--- config.mk ---
export PLATFORM = sky130hd
export DESIGN_NAME = reg_file
export DESIGN_NICKNAME = d
export VERILOG_FILES = /design/src/common/rv_pkg.sv /design/src/decode/reg_file.sv
export SDC_FILE = /design/constraint.sdc
export NUM_CORES = 2
export LEC_CHECK = 0
export CAP_MARGIN = 30
export CORE_AREA = 2 2 306 308
export CTS_CLUSTER_SIZE = 16
export DETAILED_ROUTE_END_ITERATION = 6
export DIE_AREA = 0 0 308 310
export DONT_BUFFER_PORTS = 1
export HOLD_SLACK_MARGIN = 0.03
export MAX_ROUTING_LAYER = met4
export PLACE_DENSITY_LB_ADDON = 0.15
export SLEW_MARGIN = 25
export SYNTH_ARGS = -nofsm -noshare
export SYNTH_HDL_FRONTEND = slang
export SYNTH_SLANG_ARGS = --single-unit
--- constraint.sdc ---
create_clock -name clk -period 3.1 [get_ports clk]
set_clock_uncertainty 0.05 [all_clocks]
set_input_delay 0.465 -clock clk [delete_from_list [all_inputs] [get_ports clk]]
set_output_delay 0.465 -clock clk [all_outputs]
set_load 0.05 [all_outputs]
--- src/common/rv_pkg.sv ---
`default_nettype none

package rv_pkg;

    // widths fixed by the ISA
    typedef logic [31:0] word_t;
    typedef logic [4:0]  reg_addr_t;
    typedef logic [6:0]  opcode_t;
    typedef logic [2:0]  funct3_t;

    // memory request: {enable, length[1:0], write, unsigned}
    typedef logic [4:0]  mem_req_t;

    localparam int MEM_EN_BIT  = 4;
    localparam int MEM_LEN_LSB = 2;
    localparam int MEM_WR_BIT  = 1;
    localparam int MEM_UNS_BIT = 0;

    localparam logic [1:0] MEM_LEN_BYTE = 2'd0;
    localparam logic [1:0] MEM_LEN_HALF = 2'd1;
    localparam logic [1:0] MEM_LEN_WORD = 2'd3;

    // major opcodes
    localparam opcode_t OP_LUI    = 7'b0110111;
    localparam opcode_t OP_AUIPC  = 7'b0010111;
    localparam opcode_t OP_IMM    = 7'b0010011;
    localparam opcode_t OP_REG    = 7'b0110011;
    localparam opcode_t OP_JAL    = 7'b1101111;
    localparam opcode_t OP_JALR   = 7'b1100111;
    localparam opcode_t OP_BRANCH = 7'b1100011;
    localparam opcode_t OP_LOAD   = 7'b0000011;
    localparam opcode_t OP_STORE  = 7'b0100011;

    // alu funct3
    localparam funct3_t F3_ADD  = 3'b000;
    localparam funct3_t F3_SLL  = 3'b001;
    localparam funct3_t F3_SLT  = 3'b010;
    localparam funct3_t F3_SLTU = 3'b011;
    localparam funct3_t F3_XOR  = 3'b100;
    localparam funct3_t F3_SR   = 3'b101;
    localparam funct3_t F3_OR   = 3'b110;
    localparam funct3_t F3_AND  = 3'b111;

    // branch funct3
    localparam funct3_t F3_BEQ  = 3'b000;
    localparam funct3_t F3_BNE  = 3'b001;
    localparam funct3_t F3_BLT  = 3'b100;
    localparam funct3_t F3_BGE  = 3'b101;
    localparam funct3_t F3_BLTU = 3'b110;
    localparam funct3_t F3_BGEU = 3'b111;

    localparam int DMEM_WORDS  = 64;
    localparam int DMEM_ADDR_W = $clog2(DMEM_WORDS);

endpackage

`default_nettype wire
--- src/decode/reg_file.sv ---
`timescale 1ns/1ps
`default_nettype none

module reg_file (
    input  wire               clk,
    input  wire               rst,
    input  rv_pkg::reg_addr_t rs1_addr_i,
    input  rv_pkg::reg_addr_t rs2_addr_i,
    input  wire               we_i,
    input  rv_pkg::reg_addr_t wd_addr_i,
    input  rv_pkg::word_t     wd_data_i,
    output rv_pkg::word_t     rs1_data_o,
    output rv_pkg::word_t     rs2_data_o
);

    rv_pkg::word_t regs [32];

    always_ff @(posedge clk) begin
        if (rst) begin
            for (int i = 0; i < 32; i++) begin
                regs[i] <= '0;
            end
        end else if (we_i && wd_addr_i != '0) begin
            regs[wd_addr_i] <= wd_data_i;
        end
    end

    // bypass the write port so a reader three slots behind sees the value
    assign rs1_data_o = (rs1_addr_i == '0) ? '0 :
                        (we_i && wd_addr_i == rs1_addr_i) ? wd_data_i : regs[rs1_addr_i];
    assign rs2_data_o = (rs2_addr_i == '0) ? '0 :
                        (we_i && wd_addr_i == rs2_addr_i) ? wd_data_i : regs[rs2_addr_i];

endmodule

`default_nettype wire

# Yosys cells after proc, flatten, opt, wreduce, memory -nomap -nowiden

Memories as Yosys holds them, arrays and structs flattened.
Cells that the tools add are included.
Widths: inputs -> output; s select.

Bits in registers: 0
Latch bits: 0
RAM bits: 1,024
ROM bits: 0
Bits of input ports: 50
Output and inout bits: 64
Logic and storage cells: 22
Memories kept: 1

Memories:

| name | depth | bits a word | read ports | clocked after Yosys merged registers in | write ports | line           | text |
|---|---|---|---|---|---|---|---|
| regs | 32    | 32          | 2          | 0                                       | 32          | reg_file.sv:16 | `rv_pkg::word_t regs [32];` |

$add $sub $neg: 0
Multipliers: 0
Divide/modulo/power cells: 0
$lt $le $gt $ge: 0
Eq/ne operators: 2
Shift operators: 0
Mux-type cells: 12
Bitwise operators: 0
Reductions and logical operators: 7

Operators by type and width:

| cell              | count |
|---|---|
| $mux 32           | 5 |
| $reduce_or 32->1  | 1 |
| $eq 5x5->1        | 2 |
| $logic_not 5->1   | 2 |
| $mux 1            | 6 |
| $mux 5            | 1 |
| $reduce_bool 5->1 | 1 |
| $logic_and 1x1->1 | 3 |

# Depth between registers and ports, before layout

Word-level depth: 7
Gate-level depth with buffers: 10

# Worst setup path after synthesis

No wires, ideal clock.

Kind: input to output
Start point: input port rs1_addr_i[0]
End point: output port rs1_data_o[10]
Data arrival time: 2.593 ns
Required time: 2.585 ns
Path slack: -0.008 ns
Cell stages on the path: 9
Buffers on the path: 5
Cell sequence: clkbuf_1 > buf_4 > buf_4 > buf_4 > buf_4 > mux2i_1 > a22oi_1 > o2111ai_1 > a31oi_1

Longest elaborated chain between the ends: 4
Elaborated cells between the ends (all ways): 6

Ends and longest elaborated chain:

| item                                                  | line           | text |
|---|---|---|
| start: declaration                                    | reg_file.sv:7  | `input rv_pkg::reg_addr_t rs1_addr_i,` |
| branches (longest 3 deep; another with $mem_v2 32x32) | -              |  |
| $mux 32 *                                             | reg_file.sv:29 | `assign rs1_data_o = (rs1_addr_i == '0) ? '0 :` |
| end: declaration                                      | reg_file.sv:12 | `output rv_pkg::word_t rs1_data_o,` |

Mark *: on every way between the ends.

# Final worst setup path

Start point: input port rs1_addr_i[0]
End point: output port rs1_data_o[20]

Same word-level chain as after synthesis.

==> summary.md <==
| Metric | Value |
|---|---|
| Outcome | `finished with violations` |
| Failing checks | `design-rule violations, max-slew violations, negative setup slack` |
| Vias in the first global route | `37200` |
| Synth top area share | `approximately 56%` |
| Via/cell ratio | `around 7.3` |
| Top reg by flops | `regs` |
| Critical path arrival | `between 3 and 4 ns` |
| Initial antenna violation count | `8` |
| Post-synthesis xor/xnor area fraction | `0.160%` |
| Worst-path clk slew | `0.06 ns` |
| Remaining DRCs | `8` |
| Mux share of post-synthesis cell area | `21.2%` |
| Worst Setup End Kind | `output port` |
| Least-Margin Pin Slew | `~2.2 ns` |
| Sequential share of the synthesized area | `56.2%` |
| Cell variety after synth | `50` |
| First-pass GRT wire length | `272000 µm` |
| H-tree depth | `3` |
| Final number of hold-violating endpoints | `0` |
| Setup CP Type | `in -> out` |
| Critical path startpoint category | `primary input` |
| Initial Utilization | `roughly three fifths` |
| TritonCTS clock tree | `done` |
| DR pass1 iterations | `7` |
| Synthesis Warnings | `0` |
| Die height | `approximately 310 µm` |
| Final ANT Viol Nets | `0` |
| DRT iter0 DRCs | `5915` |
| # IOs | `114` |
| Post-route insts no fill | `5065` |
| Largest family of logic cells by synthesized area | `multiplexers` |
| Layout net count | `roughly 3800` |
| Core Util, Final | `67.5%` |
| Core area | `between 90000 and 100000 µm²` |
| Max Root-Sink Buffers | `3` |
| Area Overhead vs Synth | `14.0%` |
| Routed len/inst | `38.4 µm` |
| Input/output buffers | `0` |
| Registers with the most flip-flops | `regs (1024)` |
| Total power | `34.0 mW` |
| Post-DP HPWL | `112000 µm` |
| Tot GR Track Use | `42.4%` |
| Layout cells sized above 1 | `a little over a quarter` |
| Pre-CTS setup slack | `0.00295 ns` |
| Worst Slack Setup Final | `-1.14 ns` |
| Largest net degree at the start of global routing | `323` |
| Hold Crit Class | `in -> reg` |
| P_leak | `22.0 nW` |
| Rel. slew slack | `-47.1%` |
| Die X | `approximately 310 µm` |
| Synth Flop Type | `edfxtp_1` |
| CP required | `around 2.6 ns` |
| Final period util | `137%` |
| # rows | `between 100 and 150` |
| Setup-failing EPs final | `between 60 and 70` |
| Final slew viol count | `155` |
| Complex-gate fraction of the synthesized area | `between 6 and 7%` |
| Synth async-reset ratio | `0%` |
| Top post-synthesis cells by area | `edfxtp_1 56%, mux4_2 16%, and2_1 11%` |
| Post-Synthesis Cells | `3740` |
| Peak VDD IR | `between 0.4 and 0.5 mV` |
| Die Area | `approximately 95000 µm²` |
| Inserted Clock Buffers | `106` |
| Dpl cells | `~4800` |
| Placer's final routability congestion estimate | `around 0.96` |
| Unrepaired setup endpoints after global routing | `yes` |
| Clock Tree Root | `clkbuf_16` |
| Yosys reg bits | `just over 1000` |
| Post-layout min period | `between 4 and 5 ns` |
| Synth Area in Adders | `0%` |
| Crit-path max FO | `about 320` |
| Clk sink count | `1024` |
| Post-synth EDFFs | `between 1000 and 1500` |
| Area share of and/or/nand/nor cells after synthesis | `around 13%` |
| Overflow after GRT | `0` |
| Yosys top cell by area | `edfxtp_1` |
| Maximum clock rate | `236 MHz` |
| Via count | `roughly 37000` |
| DRT Wirelength | `~190000 µm` |
| Post-Syn Area | `54700 µm²` |
| Max cap viols | `0` |
| Pwr Density | `around 540 nW/µm²` |
| Avg Cell Area, Syn | `roughly 15 µm²` |
| Max FFs per register | `between 1000 and 1500` |
| Fillers | `6382` |
| WHS | `~0.086 ns` |
==> report_power, final <==
part           internal [mW]  leakage (nW)  switching, mW
Combinational           2.17          10.6           2.74
Sequential              16.0          9.75          0.400
Clock                   7.17          1.63           5.53
==> worst paths after layout <==
path / depth (start not counted) / slack [ns] / start / endpoint
min: 1 / 0.09 / rst / regs[5][10]
max: 5 / -1.14 / rs1_addr_i[0] / rs1_data_o[20]
==> worst max-delay path: stages <==
cell	delay, ns
mux4_2	1.24
a22oi_2	0.32
a21oi_1	0.11
a221o_1	0.37
buf_12	0.19
==> metrics by stage <==
stage | area, µm² | setup TNS, ns
after detailed placement | 57600 | 0
after global placement | 57600 | 0
after floorplan | 54900 | 0
after global routing | 62400 | -4.59
final | 62400 | -30.78
after CTS | 62100 | -2.91
==> cell usage in the layout (no fill, tap or decap), types with 28 or more instances in the layout <==
cell / n
edfxtp_1: 1024
and2_1: 994
mux4_2: 388
mux2i_1: 266
buf_4: 166
clkbuf_16: 109
a22oi_1: 103
buf_12: 87
a22o_1: 52
a21oi_1: 50
o221ai_1: 41
o22ai_1: 41
nand2_1: 34
or2_2: 33
conb_1: 32
a22oi_2: 30
clkbuf_1: 28
==> synth_stat cells, types with 7 or more instances <==
master     instances
a211oi_1           7
xnor2_1           10
a32oi_1            9
and2_1           994
a221o_1           13
a21oi_1           78
o211ai_1          10
nand3_1           12
a22oi_1          133
clkbuf_1         302
buf_4             22
mux2i_1          281
or2_2             33
a2111oi_0         24
o22ai_1           41
nor2_1            43
a22o_1            55
edfxtp_1        1024
a31oi_1            7
nand2_1           35
buf_2             69
buf_1             16
o21ai_0            9
o221ai_1          42
mux4_2           388
o221a_2           18
==> cell families after synthesis <==
| family | after synthesis |
|---|---|
| XOR/XNOR | 10 |
| AO/OA/AOI/OAI | 469 |
| other | 1 |
| AND/OR/NAND/NOR | 1146 |
| multiplexers | 674 |
| buffers and inverters | 416 |
| flip-flops | 1024 |
==> timing repair <==
action                     4_1_cts  5_1_grt
gates resized for setup        127       41
hold endpoints to repair      1024        0
hold buffers                    34        0
pin swaps                       88       14
setup buffers                   11        5
setup endpoints to repair       54       51
==> metal layers <==
layer | GRT usage, % | vias up | part of all wire [%]
met5 | - | - | 0
met4 | 30.3 | 0 | 8.7
met3 | 10.3 | 772 | 12
met2 | 63.5 | 2949 | 46
met1 | 50.7 | 18800 | 33
li1 | - | 14500 | -
==> layout make-up <==
| type | count | area, µm² | area share (%) |
|---|---|---|---|
| antenna | 25 | 62.6 | 0.100 |
| tap | 1197 | 1500 | 2.40 |
| clock buffer | 137 | 2830 | 4.54 |
| timing repair buffer | 292 | 3310 | 5.31 |
| multi-input combinational | 2331 | 23400 | 37.5 |
| clock inverter | 57 | 541 | 0.866 |
| sequential | 1024 | 30700 | 49.3 |
| inverter | 2 | 7.51 | 0.0120 |
Note: power is estimated with default switching activity, not from simulation.
