`src/common/rv_pkg.sv`:
```
`default_nettype none

package rv_pkg;

    // widths fixed by the ISA
    typedef logic [31:0] word_t;
    typedef logic [4:0]  reg_addr_t;
    typedef logic [6:0]  opcode_t;
    typedef logic [2:0]  funct3_t;

    // memory request: {enable, length[1:0], write, unsigned}
    typedef logic [4:0]  mem_req_t;

    localparam int MEM_EN_BIT  = 4;
    localparam int MEM_LEN_LSB = 2;
    localparam int MEM_WR_BIT  = 1;
    localparam int MEM_UNS_BIT = 0;

    localparam logic [1:0] MEM_LEN_BYTE = 2'd0;
    localparam logic [1:0] MEM_LEN_HALF = 2'd1;
    localparam logic [1:0] MEM_LEN_WORD = 2'd3;

    // major opcodes
    localparam opcode_t OP_LUI    = 7'b0110111;
    localparam opcode_t OP_AUIPC  = 7'b0010111;
    localparam opcode_t OP_IMM    = 7'b0010011;
    localparam opcode_t OP_REG    = 7'b0110011;
    localparam opcode_t OP_JAL    = 7'b1101111;
    localparam opcode_t OP_JALR   = 7'b1100111;
    localparam opcode_t OP_BRANCH = 7'b1100011;
    localparam opcode_t OP_LOAD   = 7'b0000011;
    localparam opcode_t OP_STORE  = 7'b0100011;

    // alu funct3
    localparam funct3_t F3_ADD  = 3'b000;
    localparam funct3_t F3_SLL  = 3'b001;
    localparam funct3_t F3_SLT  = 3'b010;
    localparam funct3_t F3_SLTU = 3'b011;
    localparam funct3_t F3_XOR  = 3'b100;
    localparam funct3_t F3_SR   = 3'b101;
    localparam funct3_t F3_OR   = 3'b110;
    localparam funct3_t F3_AND  = 3'b111;

    // branch funct3
    localparam funct3_t F3_BEQ  = 3'b000;
    localparam funct3_t F3_BNE  = 3'b001;
    localparam funct3_t F3_BLT  = 3'b100;
    localparam funct3_t F3_BGE  = 3'b101;
    localparam funct3_t F3_BLTU = 3'b110;
    localparam funct3_t F3_BGEU = 3'b111;

    localparam int DMEM_WORDS  = 64;
    localparam int DMEM_ADDR_W = $clog2(DMEM_WORDS);

endpackage

`default_nettype wire
```
`src/fetch/fetch_unit.sv`:
```
`timescale 1ns/1ps
`default_nettype none

module fetch_unit (
    input  wire           clk,
    input  wire           rst,
    input  wire           redirect_i,
    input  rv_pkg::word_t redirect_pc_i,
    input  rv_pkg::word_t imem_data_i,
    output rv_pkg::word_t imem_addr_o,
    output rv_pkg::word_t instr_o,
    output rv_pkg::word_t pc_o,
    output logic          valid_o
);

    rv_pkg::word_t pc_q;

    assign imem_addr_o = pc_q;

    always_ff @(posedge clk) begin
        if (rst) begin
            pc_q <= '0;
        end else if (redirect_i) begin
            pc_q <= redirect_pc_i;
        end else begin
            pc_q <= pc_q + 32'd4;
        end
    end

    // fetch/decode register, the word fetched this cycle is wrong on redirect
    always_ff @(posedge clk) begin
        instr_o <= imem_data_i;
        pc_o    <= pc_q;
        if (rst) begin
            valid_o <= 1'b0;
        end else begin
            valid_o <= !redirect_i;
        end
    end

    // redirect targets from execute must keep the pc on a word boundary
    assert property (@(posedge clk) disable iff (rst) pc_q[1:0] == 2'b00);

endmodule

`default_nettype wire

```
`config.mk`:
```
export PLATFORM = sky130hd
export DESIGN_NAME = fetch_unit
export DESIGN_NICKNAME = d
export VERILOG_FILES = /design/src/common/rv_pkg.sv /design/src/fetch/fetch_unit.sv
export SDC_FILE = /design/constraint.sdc
export NUM_CORES = 1
export LEC_CHECK = 0
export BUFFER_PORTS_ARGS = -buffer_cell sky130_fd_sc_hd__clkbuf_2
export CAP_MARGIN = 20
export CORE_MARGIN = 2
export CORE_UTILIZATION = 30
export CTS_CLUSTER_SIZE = 10
export DETAILED_ROUTE_END_ITERATION = 6
export HOLD_SLACK_MARGIN = 0.05
export SETUP_SLACK_MARGIN = 0.1
export SYNTH_ARGS = -nofsm -noshare
export SYNTH_HDL_FRONTEND = slang
export SYNTH_SLANG_ARGS = --single-unit
```
`constraint.sdc`:
```
create_clock -name clk -period 5.9 [get_ports clk]
set_input_delay 0.885 -clock clk [delete_from_list [all_inputs] [get_ports clk]]
set_output_delay 0.885 -clock clk [all_outputs]
set_load 0.1 [all_outputs]
```
== Word level (Yosys, flattened, before mapping) ==
Index checks and enable logic that the tools add are counted.

* Mux-type cells: 1
* $add $sub $neg: 1
* Reductions and logical operators: 1

{| class="wikitable"
|+ Operators with widths
! operator !! number
|-
| $add A32 B3 Y32 const B || 1
|-
| $mux W32 || 1
|-
| $logic_not A1 Y1 || 1
|}

* Logic and storage cells: 7
* Output and inout bits: 97
* Bits in registers: 97
* Input bits: 67

== Logic depth before layout (Yosys ltp) ==
* Word-level depth: 2
* Depth in mapped cells: 6
* Gate-level depth less buffers: 5

== Least setup slack after synthesis ==
No wires, ideal clock.

* Kind: reg-to-reg
* Start: reg pc_q[2], in the netlist imem_addr_o[2]
* End: reg pc_q[26], in the netlist imem_addr_o[26]
* Library setup time: 0.091 ns
* Clock period less this slack: 2.905 ns
* Data arrival time: 2.814 ns
* Path buffers: 1
* Stages on the path, launching flop included: 7
* Setup slack: 2.995 ns
* Data required time: 5.809 ns
* Cells stage by stage: dfxtp_1 -> ha_1 -> nand4_4 -> or3_1 -> buf_6 -> or4_1 -> a311oi_1

* Cells in the longest elaborated chain, start to end: 2

{| class="wikitable"
|+ Ends and longest elaborated chain
! item !! line !! text
|-
| start: declaration || fetch_unit.sv:16 || <nowiki>rv_pkg::word_t pc_q;</nowiki>
|-
| start signal: assignment || fetch_unit.sv:24 || <nowiki>pc_q <= redirect_pc_i;</nowiki>
|-
| start signal: assignment || fetch_unit.sv:26 || <nowiki>pc_q <= pc_q + 32'd4;</nowiki>
|-
| $add A32 B3 Y32 || fetch_unit.sv:26 ||
|-
| $mux W32 || fetch_unit.sv:23 || <nowiki>end else if (redirect_i) begin</nowiki>
|}

Every way passes these cells.
A chain may end at the register's enable or synchronous reset.

== Final worst setup path ==
* Start: in redirect_i
* End: reg pc_q[28], in the netlist imem_addr_o[28]

* Cells in the longest elaborated chain, start to end: 1

{| class="wikitable"
|+ Ends and longest elaborated chain
! item !! line !! text
|-
| start: declaration || fetch_unit.sv:7 || <nowiki>input wire redirect_i,</nowiki>
|-
| $mux W32 || fetch_unit.sv:23 ||
|}

Every way passes these cells.

==> results.txt <==
----------------------------------------------------
[Detailed routing]
  DRT Wirelength ... ~8300 um
  Number of routed nets with antenna violations ... 0
  Number of design-rule violations left by the first detailed-router iteration ... 94
  Via total after detailed routing ... about 2800
  Average detailed-routed wire length per instance ... between 10 and 15 um
  Vias per inst ... ~4.7
  Iteration count of the initial detailed-routing pass ... 5
  Total DRC errors in the routed layout ... 0

[Logic synthesis]
  Synthesized-area fraction occupied by adder cells ... less than 1%
  Fraction of synthesized area in multiplexers ... less than 1%
  Number of synthesized register bits ... just under 100
  Library cell with the largest summed area after synthesis ... dfxtp_1
  Part of the Yosys area used for sequential elements ... 62.2%
  Synthesized area ... approximately 3100 um^2
  Net count of the mapped netlist ... 358
  Main combinational cell family by area after synthesis ... simple AND/OR/NAND/NOR gates
  Count of yosys warnings during synthesis ... 0
  Basic-gate share of the synthesized area counting and, or, nand and nor cells ... about a fifth
  Post-Synth XOR/XNOR Area ... under 10%
  Complex-gate fraction of the synthesized area ... about a tenth
  Cells taking the most area after synthesis ... dfxtp_1 (62%), nor2_1 (3.8%), a311oi_1 (3.1%)
  Synth top area share ... roughly 62%
  Average cell area after synthesis ... between 10 and 15 um^2
  Count of mapped cells out of synthesis ... 290
  Distinct cell type count after synthesis ... between 40 and 50

[Finish]
  Fillers ... 1005
  Final core area utilization ... around two fifths
  ANT cells ... 0
  Most common cell after layout, fill and taps aside ... clkbuf_2
  Area growth from synthesis to layout ... 36.5%
  Ratio of cells with drive above 1 in the final layout ... roughly 40%
  Highest-count cells in the layout ignoring fill and taps ... clkbuf_2 (163), dfxtp_1 (97), nor2_1 (32)
  Total Nets Final ... between 500 and 600

[Global route]
  Number of antenna violations at the first check in global routing ... 0
  Largest net degree at the start of global routing ... 34
  Aggregate global-route resource usage ... 14.6%
  Global route total overflow ... 0
  Vias in the first global route ... between 2000 and 3000
  Global-route wire length before repair ... 12900 um

[Run status]
  Run status ... finished clean

[Placed design]
  Placer congestion estimate ... around 0.82
  Quantity of I/O buffers inserted on ports ... ~160
  Detailed placer's ending HPWL ... around 6200 um

[Clocking]
  H-tree depth ... 3
  Sink Count ... 97
  Root Buffer ... clkbuf_8
  Insertion delay to the later sink of the worst-skew pair ... between 300 and 400 ps
  Setup Fix Bufs, Post-CTS ... 0
  Clock buffer count from CTS ... 9
  Clock input transition at the sequential cells of the worst setup and hold paths ... roughly 100 ps
  Number of cells upsized or downsized after cts ... 0
  Worst-case clock buffer depth ... 2
  CTS hold repair buffers ... 0
  TritonCTS clock tree ... yes

[Floorplanning]
  Effective utilization at floorplan ... between 30% and 40%
  Placeable Area ... ~10000 um^2
  I/O pin cnt ... 164
  Standard-cell row count ... 37
  Die Outline Area ... 11200 um^2
  Die outline width ... around 110 um
  Die span in y ... roughly 110 um

[Timing]
  RSZ-0062 raised after global routing ... no
  Worst-margin pin slew ... about 740 ps
  Final Max Slew Viols ... 0
  Highest Clock Rate ... around 370 MHz
  Final clock period utilization by the worst path ... 45.5%
  Final setup vio count ... 0
  Aggregate negative setup slack ... 0 ps
  Count of final hold-check violations ... 0
  Setup skew after layout ... slightly below 20 ps
  Relative max-transition margin ... roughly half
  Min cycle time layout ... around 2700 ps

[Setup path]
  Critical path launch point type ... primary input
  Endpoint kind of the worst setup timing path ... flip-flop
  CP max stage cell ... clkinv_1
  Data arrival, critical path ... ~2900 ps
  Worst reg2reg path depth ... 5
  Biggest cell delay along the critical path ... about 740 ps
  Worst reg2reg path startpoint ... imem_addr_o[2]
  Cell breakdown of the critical path ... clkbuf_2 > clkinv_1 > and4_1 > a2111oi_0
  Slack of the worst reg-to-reg path ... between 3000 and 4000 ps
  Worst setup path start ... redirect_i
  Category of cells accounting for the largest share of critical-path delay ... buffers and inverters
  Worst-path fanout max ... 28
  End of the worst register-to-register path ... imem_addr_o[24]
  Setup CP Type ... primary input to flip-flop
  Data required time at the worst endpoint ... between 6000 and 7000 ps
  Count of buffer and inverter cells on the critical path ... 2

[Power]
  Max rail drop VDD ... 153 uV
  Power density relative to cell area ... 363 nW/um^2
  Leak pwr ... ~1.9 nW

[Hold path]
  Depth of the worst hold-timing path ... 0
  Worst-case hold path end point ... pc_o[0]
  Startpoint of the tightest hold check path ... imem_addr_o[0]
  Path class of the lowest-slack min-delay path ... flip-flop to flip-flop

[Run]
  Max-capacitance violation count ... 0

----------------------------------------------------
synthesized netlist by cell type:
library cell and instances:
buf_2 1, a31oi_1 1, o21bai_1 1, nand3_4 1, a221oi_1 1, and2_1 1, nand2b_1 2, clkbuf_1 10
or2_2 1, xnor2_1 9, buf_6 1, nand3_1 8, and4_1 4, nand4_4 1, nor2b_1 4, ha_1 1
nor4bb_1 2, inv_1 6, o21ai_0 4, or3_1 6, nand2_1 20, buf_1 1, nor4_1 11, a311oi_1 11
o31a_1 1, a2111oi_0 3, nor2_1 32, o41a_1 2, mux2i_1 3, xor2_1 2, o31ai_1 4, or3_2 2
dfxtp_1 97, o211ai_1 1, nand4_1 9, and3_1 3, a2111oi_1 1, nor3_1 4, clkinv_1 1, or4_1 4
a211oi_1 9, a21oi_1 4
how the worst max path moves through the flow:
stage                                 end  slack (ps)  cells past startpoint
after floorplan           imem_addr_o[26]        3000                      6
after global placement    imem_addr_o[28]        2490                      4
after detailed placement  imem_addr_o[28]        2800                      4
after CTS                 imem_addr_o[28]        3210                      4
after global routing      imem_addr_o[28]        3010                      4
final                     imem_addr_o[28]        3220                      4
kinds of logic (layout without fill, tap and decap cells):
kind of cell    after synthesis  after routing
compound gates               43             43
xor+xnor                     11             11
fa+ha+maj                     1              1
buf+inv                      20            187
flops                        97             97
mux                           3              3
simple gates                115            115
power by group:
part	internal, W	leakage (nW)	switching [W]	total [W]
sequential	0.000696	0.810	0.0000347	0.000731
clock	0.000163	0.0938	0.000242	0.000405
combinational	0.0000608	0.983	0.000349	0.000410
cell type report:
type	instances	area, um^2	share of cell area [%]
Multi-Input combinational cell	173	1100	25.7
Sequential cell	97	1940	45.6
Clock inverter	6	55.1	1.29
Timing Repair Buffer	164	843	19.8
Inverter	7	26.3	0.617
Tap cell	136	170	3.99
Clock buffer	10	128	3.00
registers in the layout, summed over array words and instances (netlist names):
register,cells
imem_addr_o,32
instr_o,32
pc_o,32
valid_o,1
routing by layer:
layer / GRT usage, % / part of all wire [%]
met1: 17.1 / 42
met2: 24.3 / 47
met3: 4.90 / 8.7
met4: 6.39 / 2.0
met5: 0 / 0
metrics by stage:
step / area (um^2) / hold WS [ps] / total power, W / std cells / setup slack [ps]
after floorplan: 3120 / 861 / 0.00108 / 290 / 3000
after global placement: 4050 / 363 / 0.00115 / 576 / 2490
after detailed placement: 4080 / 365 / 0.00116 / 577 / 2800
after CTS: 4260 / 384 / 0.00157 / 593 / 3210
after global routing: 4260 / 398 / 0.00161 / 593 / 3010
final: 4260 / 380 / 0.00155 / 593 / 3220
Note: power is estimated with default switching activity, not from simulation.
