[src/common/rv_pkg.sv]
`default_nettype none

package rv_pkg;

    // widths fixed by the ISA
    typedef logic [31:0] word_t;
    typedef logic [4:0]  reg_addr_t;
    typedef logic [6:0]  opcode_t;
    typedef logic [2:0]  funct3_t;

    // memory request: {enable, length[1:0], write, unsigned}
    typedef logic [4:0]  mem_req_t;

    localparam int MEM_EN_BIT  = 4;
    localparam int MEM_LEN_LSB = 2;
    localparam int MEM_WR_BIT  = 1;
    localparam int MEM_UNS_BIT = 0;

    localparam logic [1:0] MEM_LEN_BYTE = 2'd0;
    localparam logic [1:0] MEM_LEN_HALF = 2'd1;
    localparam logic [1:0] MEM_LEN_WORD = 2'd3;

    // major opcodes
    localparam opcode_t OP_LUI    = 7'b0110111;
    localparam opcode_t OP_AUIPC  = 7'b0010111;
    localparam opcode_t OP_IMM    = 7'b0010011;
    localparam opcode_t OP_REG    = 7'b0110011;
    localparam opcode_t OP_JAL    = 7'b1101111;
    localparam opcode_t OP_JALR   = 7'b1100111;
    localparam opcode_t OP_BRANCH = 7'b1100011;
    localparam opcode_t OP_LOAD   = 7'b0000011;
    localparam opcode_t OP_STORE  = 7'b0100011;

    // alu funct3
    localparam funct3_t F3_ADD  = 3'b000;
    localparam funct3_t F3_SLL  = 3'b001;
    localparam funct3_t F3_SLT  = 3'b010;
    localparam funct3_t F3_SLTU = 3'b011;
    localparam funct3_t F3_XOR  = 3'b100;
    localparam funct3_t F3_SR   = 3'b101;
    localparam funct3_t F3_OR   = 3'b110;
    localparam funct3_t F3_AND  = 3'b111;

    // branch funct3
    localparam funct3_t F3_BEQ  = 3'b000;
    localparam funct3_t F3_BNE  = 3'b001;
    localparam funct3_t F3_BLT  = 3'b100;
    localparam funct3_t F3_BGE  = 3'b101;
    localparam funct3_t F3_BLTU = 3'b110;
    localparam funct3_t F3_BGEU = 3'b111;

    localparam int DMEM_WORDS  = 64;
    localparam int DMEM_ADDR_W = $clog2(DMEM_WORDS);

endpackage

`default_nettype wire
[src/decode/decode_unit.sv]
`timescale 1ns/1ps
`default_nettype none

module decode_unit (
    input  wire               clk,
    input  wire               rst,
    input  rv_pkg::word_t     instr_i,
    input  rv_pkg::word_t     pc_i,
    input  wire               valid_i,
    input  wire               flush_i,
    input  rv_pkg::word_t     rf_rs1_data_i,
    input  rv_pkg::word_t     rf_rs2_data_i,
    output rv_pkg::reg_addr_t rf_rs1_addr_o,
    output rv_pkg::reg_addr_t rf_rs2_addr_o,
    output rv_pkg::opcode_t   op_o,
    output rv_pkg::funct3_t   funct3_o,
    output logic              alt_o,
    output rv_pkg::word_t     operand_a_o,
    output rv_pkg::word_t     operand_b_o,
    output rv_pkg::word_t     store_data_o,
    output rv_pkg::word_t     target_o,
    output rv_pkg::reg_addr_t dest_addr_o,
    output logic              dest_we_o,
    output logic              valid_o
);

    rv_pkg::opcode_t   opcode;
    rv_pkg::reg_addr_t rd;
    rv_pkg::word_t     imm_i, imm_s, imm_b, imm_u, imm_j;
    rv_pkg::word_t     op_b, tgt;
    logic              we;

    assign opcode        = instr_i[6:0];
    assign rd            = instr_i[11:7];
    assign rf_rs1_addr_o = instr_i[19:15];
    assign rf_rs2_addr_o = instr_i[24:20];

    // immediate formats
    assign imm_i = {{20{instr_i[31]}}, instr_i[31:20]};
    assign imm_s = {{20{instr_i[31]}}, instr_i[31:25], instr_i[11:7]};
    assign imm_b = {{19{instr_i[31]}}, instr_i[31], instr_i[7], instr_i[30:25],
                    instr_i[11:8], 1'b0};
    assign imm_u = {instr_i[31:12], 12'b0};
    assign imm_j = {{11{instr_i[31]}}, instr_i[31], instr_i[19:12], instr_i[20],
                    instr_i[30:21], 1'b0};

    always_comb begin
        // branch and reg defaults
        op_b = rf_rs2_data_i;
        tgt  = pc_i + imm_b;
        we   = 1'b0;
        case (opcode)
            rv_pkg::OP_LUI: begin
                op_b = imm_u;
                we   = 1'b1;
            end
            rv_pkg::OP_AUIPC: begin
                op_b = pc_i + imm_u;
                we   = 1'b1;
            end
            rv_pkg::OP_IMM, rv_pkg::OP_LOAD: begin
                op_b = imm_i;
                we   = 1'b1;
            end
            rv_pkg::OP_REG: we = 1'b1;
            rv_pkg::OP_JAL: begin
                op_b = pc_i + 32'd4;
                tgt  = pc_i + imm_j;
                we   = 1'b1;
            end
            rv_pkg::OP_JALR: begin
                op_b = pc_i + 32'd4;
                tgt  = (rf_rs1_data_i + imm_i) & ~32'd1;
                we   = 1'b1;
            end
            // store offset rides in target
            rv_pkg::OP_STORE: tgt = imm_s;
            default: ;
        endcase
        if (rd == '0) begin
            we = 1'b0;
        end
    end

    // decode/execute register
    always_ff @(posedge clk) begin
        op_o         <= opcode;
        funct3_o     <= instr_i[14:12];
        alt_o        <= instr_i[30];
        operand_a_o  <= rf_rs1_data_i;
        operand_b_o  <= op_b;
        store_data_o <= rf_rs2_data_i;
        target_o     <= tgt;
        dest_addr_o  <= rd;
        dest_we_o    <= we;
        if (rst) begin
            valid_o <= 1'b0;
        end else begin
            valid_o <= valid_i && !flush_i;
        end
    end

endmodule

`default_nettype wire

[config.mk]
export PLATFORM = sky130hd
export DESIGN_NAME = decode_unit
export DESIGN_NICKNAME = d
export VERILOG_FILES = /design/src/common/rv_pkg.sv /design/src/decode/decode_unit.sv
export SDC_FILE = /design/constraint.sdc
export NUM_CORES = 1
export LEC_CHECK = 0
export ABC_CLOCK_PERIOD_IN_PS = 4350
export BUFFER_PORTS_ARGS = -buffer_cell sky130_fd_sc_hd__buf_2
export CORE_UTILIZATION = 47
export CTS_CLUSTER_DIAMETER = 150
export DETAILED_ROUTE_END_ITERATION = 8
export GPL_TIMING_DRIVEN = 1
export PLACE_DENSITY = 0.75
export SYNTH_ARGS = -nofsm -noshare
export SYNTH_HDL_FRONTEND = slang
export SYNTH_SLANG_ARGS = --single-unit
[constraint.sdc]
create_clock -name clk -period 4.35 [get_ports clk]
set_clock_uncertainty 0.15 [all_clocks]
set_input_delay 0.87 -clock clk [delete_from_list [all_inputs] [get_ports clk]]
set_output_delay 0.87 -clock clk [all_outputs]
set_load 0.02 [all_outputs]
# Word level (Yosys, flattened, before mapping)
# Cells that the tools add are included.
[word_totals]
elab_cells = 32
in_bits = 132
register_bits = 146
output_inout_bits = 156
ramBits = 0
rom_bits = 0
latchBits = 0
mem_count = 0
[classes]
n_mul = 0
order_cmp = 0
n_bitwise = 0
shifts = 0
n_reduce_logical = 6
eq_ne = 8
n_addsub = 5
n_mux = 3
div_mod_pow = 0
[op_table]
columns = ["op", "count"]
rows = [
  ["adder 32 bit", 4],
  ["one-hot mux 32 bit (4 select lines)", 1],
  ["one-hot mux 32 bit (3 select lines)", 1],
  ["adder 32 x 3 -> 32 bit, second input constant", 1],
  ["equality test 7 x 6 -> 1 bit, second input constant", 3],
  ["equality test 7 x 5 -> 1 bit, second input constant", 2],
  ["equality test 7 bit, second input constant", 2],
  ["equality test 7 x 2 -> 1 bit, second input constant", 1],
  ["OR reduction 7 bit", 1],
  ["zero test 5 bit", 1],
  ["OR reduction 2 bit", 2],
  ["logical AND 1 bit", 1],
  ["zero test 1 bit", 1],
  ["two-way mux 1 bit", 1],
]

# Logic depth before layout (Yosys ltp)
[logic_depth]
depth_word = 3
depth_mapped = 18
depth_no_buf = 17

# Worst setup path after synthesis
# OpenSTA, ideal clock, no wires.
[synth_timing]
path_kind = "in2reg"
from = "in instr_i[4]"
to = "reg target_o[29]"
arrival_time_ps = 4007
cell_stages = 17
path_buffers = 4
setup_ps = 145
required_ps = 4055
setup_slack_ps = 48
path_cell_list = "nand2b_1 > nor2_1 > and3_1 > buf_4 > clkbuf_1 > clkbuf_1 > a31o_2 > ha_1 > clkbuf_1 > a21o_1 > a21oi_1 > nor2b_1 > or3b_1 > a31oi_2 > o211ai_1 > xnor2_1 > o221ai_1"
[synth_via]
elab_chain_cells = 2
word_cells_on_any_way = 4
cone_classes = "eq/ne (3); mux (1)"
[synth_rtl]
columns = ["element", "line", "text"]
rows = [
  ["from (decl)", "decode_unit.sv:7", "input rv_pkg::word_t instr_i,"],
  ["equality test 7 x 6 -> 1 bit / equality test 7 bit (equally long branches)", "decode_unit.sv:52", "case (opcode)"],
  ["one-hot mux 32 bit (3 select lines) *", "decode_unit.sv:52", ""],
  ["via tgt[29]", "decode_unit.sv:30", "rv_pkg::word_t op_b, tgt;"],
  ["to (signal assigned)", "decode_unit.sv:93", "target_o <= tgt;"],
  ["to (decl)", "decode_unit.sv:21", "output rv_pkg::word_t target_o,"],
]
# The timed path passes the listed nets; every way through them passes the cells marked *.
# A chain may end at the register's enable or synchronous reset.

# Worst setup path in the final report
[layout_timing]
from = "in instr_i[4]"
to = "reg target_o[31]"
# Same word-level chain as after synthesis.

==> impl_metrics.ini <==
[run_status]
outcome = completed

[power]
sw_frac_of_total_pct = 34.55
proportion_of_power_drawn_by_combinational_gates_pct = 30.3
reported_net_switching_power_uw = 1435
power.leakage_uw = 0.005253
seqPwrFrac_pct = 36.2
cellPowerDensity_mw_per_mm2 = 368.0
pwr-share-clk_pct = 33.5
internal_power_uw = 2718
vdd_ir_drop_max_v = 0.0002729

[cts]
post_cts.repair.setup_buffers = 0
cts_tree = done
clock-root-buffer = sky130_fd_sc_hd__clkbuf_16
maximum_buffer_depth_of_the_clock_tree = 2
cts-resized-gates = 0
hold_buffers = 0
clkTransAtPathRegs_ps = 70
cts-buffers-inserted = 17
htreeDepth = 4
cts.sinks = 146

[synth]
synth_top_area_cell = sky130_fd_sc_hd__dfxtp_1
post_synth_inst_count = 1011
synth-async-reset-ratio_pct = 0
synthesis.area_per_instance_um2 = 8.825
seq_area_frac_synth_pct = 32.76
synth_edf_count = 0
ys_top_cells_by_area = sky130_fd_sc_hd__dfxtp_1 33%, sky130_fd_sc_hd__ha_1 11%, sky130_fd_sc_hd__a21oi_1 4.9%
postSynthNetCount = 1227
ys.flop_type = sky130_fd_sc_hd__dfxtp_1
synth_top_area_share_pct = 32.76
post_synth_num_cell_types = 77
yosys_warnings = 0
number_of_synthesized_register_bits = 146
post_synth_instance_area_mm2 = 0.008922

[sta]
fin_setup_tns_ps = 0
drv_slew = 0
rsz0062_at_grt = false
post-route-worst-setup-slack_ps = 271.7
final-hold-violation-count = 0
peak_freq_ghz = 0.2452
max-slew-margin-rel_pct = 28.33
timing_worst_slew_pin_value_ps = 1071
final.period_utilization_pct = 93.75
timing.final.crit_period_ps = 4078
timing.final.setup_violations = 0
whs_ps = 392.9

[flow_run]
maximum_capacitance_violations = 0

[placement]
place.gp.congestion = 0.9500
place.port_buffers = 287
dpl-instance-area_mm2 = 0.01072
place_ws_ps = -118.1
place_hpwl_mm = 23.67

[route]
postRouteWirelength_mm = 30.03
routed_length_per_placed_instance_um = 19.24
first_pass_iteration_count_of_the_detailed_router = 5
final_antenna_net_count = 0
routed-via-count = 9088
routed_via_density = 5.822
route.detailed.drc = 0
drt_iter0_markers = 591

[worst_setup_path]
critical_path_required_ps = 4500
category_of_the_critical_setup_timing_path = primary input to register
critPathMaxFanout = 5
timing.critical_path.from_type = primary input
cp-end-kind = register
data_arrival_time_of_the_critical_path_ps = 4230

[worst_hold_path]
path_class_of_the_lowest_slack_min_delay_path = primary input to register
hold_path.startpoint = rf_rs1_data_i[30]
hold_end = operand_a_o[30]
hold_path_depth = 1

[grt]
grt_pass1_wl_mm = 45.96
largest_net_degree_at_the_start_of_global_routing = 35
global_route.overflow_total = 0
grt_antenna_before_repair = 3
grt_util_overall_pct = 30.57
grt_pass1_vias = 8613

[final_layout]
syn_to_final_growth_pct = 26.49
seq_area_mm2 = 0.002923
layout.cells.most_common_list = 287 x sky130_fd_sc_hd__buf_2, 146 x sky130_fd_sc_hd__dfxtp_1, 88 x sky130_fd_sc_hd__a21oi_1
share_of_post_route_cells_with_drive_strength_above_1_pct = 29.68
mostFrequentLayoutCell = sky130_fd_sc_hd__buf_2
nets = 1527
area_of_the_multi_input_gates_mm2 = 0.005738
filler_cell_count = 1719
final_area_mm2 = 0.01129

[floorplanning]
design.core.area_mm2 = 0.01864
die_area_mm2 = 0.01954
placementRows = 50
dieHeight_um = 139.8
pin_count = 288
start_util_pct = 47.86
die_width_um = 139.8
-- critical path, cell delays in order --
cell,delay (ps)
sky130_fd_sc_hd__buf_2,100
sky130_fd_sc_hd__nand2b_1,150
sky130_fd_sc_hd__nor2_1,160
sky130_fd_sc_hd__and3_1,210
sky130_fd_sc_hd__nand2_1,210
sky130_fd_sc_hd__mux2_2,300
sky130_fd_sc_hd__ha_1,160
sky130_fd_sc_hd__inv_1,50
sky130_fd_sc_hd__fa_1,380
sky130_fd_sc_hd__nand2b_1,180
sky130_fd_sc_hd__a21o_1,190
sky130_fd_sc_hd__a211oi_1,230
sky130_fd_sc_hd__a211o_1,190
sky130_fd_sc_hd__o221ai_1,140
sky130_fd_sc_hd__o211a_1,200
sky130_fd_sc_hd__o21ai_0,220
sky130_fd_sc_hd__xor2_1,170
sky130_fd_sc_hd__o221ai_1,130
-- area by class of cell --
cell class,instances,area share [%]
clock inverters,14,1.053
repair buffers,323,15.12
inverters,16,0.5322
well taps,234,2.594
diodes,3,0.06652
multi-input cells,807,50.84
clock buffers,18,3.891
flip-flops and latches,146,25.90
-- power by group through the flow --
stage | Clock, uW | Combinational, uW | Sequential, uW
after floorplan | 0 | 638 | 1700
after global routing | 1450 | 1360 | 1510
after global placement | 0 | 1230 | 1530
after detailed placement | 0 | 1240 | 1530
after CTS | 1410 | 1250 | 1500
final | 1390 | 1260 | 1500
-- registers in the layout (all words and copies together) (netlist names) --
name and flops:
funct3_o 3, operand_a_o 32, alt_o 1, valid_o 1
op_o 7, operand_b_o 32, store_data_o 32, target_o 32
dest_addr_o 5, dest_we_o 1
-- synthesized netlist by cell type (16+ instances only) --
cell type,instances
sky130_fd_sc_hd__a21o_1,38
sky130_fd_sc_hd__a21oi_1,88
sky130_fd_sc_hd__a221oi_1,18
sky130_fd_sc_hd__and3_1,16
sky130_fd_sc_hd__clkbuf_1,28
sky130_fd_sc_hd__dfxtp_1,146
sky130_fd_sc_hd__ha_1,81
sky130_fd_sc_hd__inv_1,16
sky130_fd_sc_hd__nand2_1,70
sky130_fd_sc_hd__nand2b_1,18
sky130_fd_sc_hd__nand3_1,23
sky130_fd_sc_hd__nor2_1,83
sky130_fd_sc_hd__o21ai_0,49
sky130_fd_sc_hd__o221ai_1,20
sky130_fd_sc_hd__xnor2_1,44
sky130_fd_sc_hd__xor2_1,44
-- cells by family (layout without fill, tap and decap cells) --
| group | count (synthesis) | after routing | share of synthesized area, % |
|---|---|---|---|
| DFF | 146 | 146 | 32.76 |
| and+or+nand+nor | 276 | 276 | 14.96 |
| xor gates and xnor gates | 88 | 88 | 8.638 |
| other | 0 | 3 | 0 |
| AOI/OAI and AO/OA | 346 | 346 | 27.12 |
| adders and majority gates | 84 | 84 | 12.03 |
| muxes | 13 | 13 | 1.557 |
| buffers and inverters | 58 | 371 | 2.931 |
-- per-stage QoR --
stage	total power [uW]	instances	utilization [%]
2_1_floorplan	2333	1011	-
3_3_place_gp	2760	1526	57.50
6_report	4153	1561	60.54
3_5_place_dp	2771	1526	57.50
4_1_cts	4163	1558	60.50
5_1_grt	4324	1561	60.54
-- worst max path at each step --
| stage | start | end | slack, ps | cells after the start |
|---|---|---|---|---|
| floorplan | instr_i[4] | target_o[29] | 50 | 17 |
| global placement | instr_i[4] | target_o[29] | -70 | 18 |
| detailed placement | instr_i[4] | target_o[29] | -120 | 18 |
| CTS | instr_i[4] | target_o[25] | 330 | 19 |
| global route | instr_i[4] | target_o[27] | 30 | 18 |
| finish | instr_i[4] | target_o[31] | 270 | 18 |
-- routing by layer --
metal | track usage (%) | vias to the layer above | share of wire [%] | wire [um]
met3 | 6.951 | 84 | 8.2 | 2469
li1 | - | 4378 | - | -
met5 | 0 | - | 0 | 0
met2 | 52.63 | 441 | 48 | 14340
met4 | 15.27 | 0 | 3.9 | 1159
met1 | 35.57 | 4185 | 40 | 12060
No activity file was read; power rests on OpenSTA's default activity.
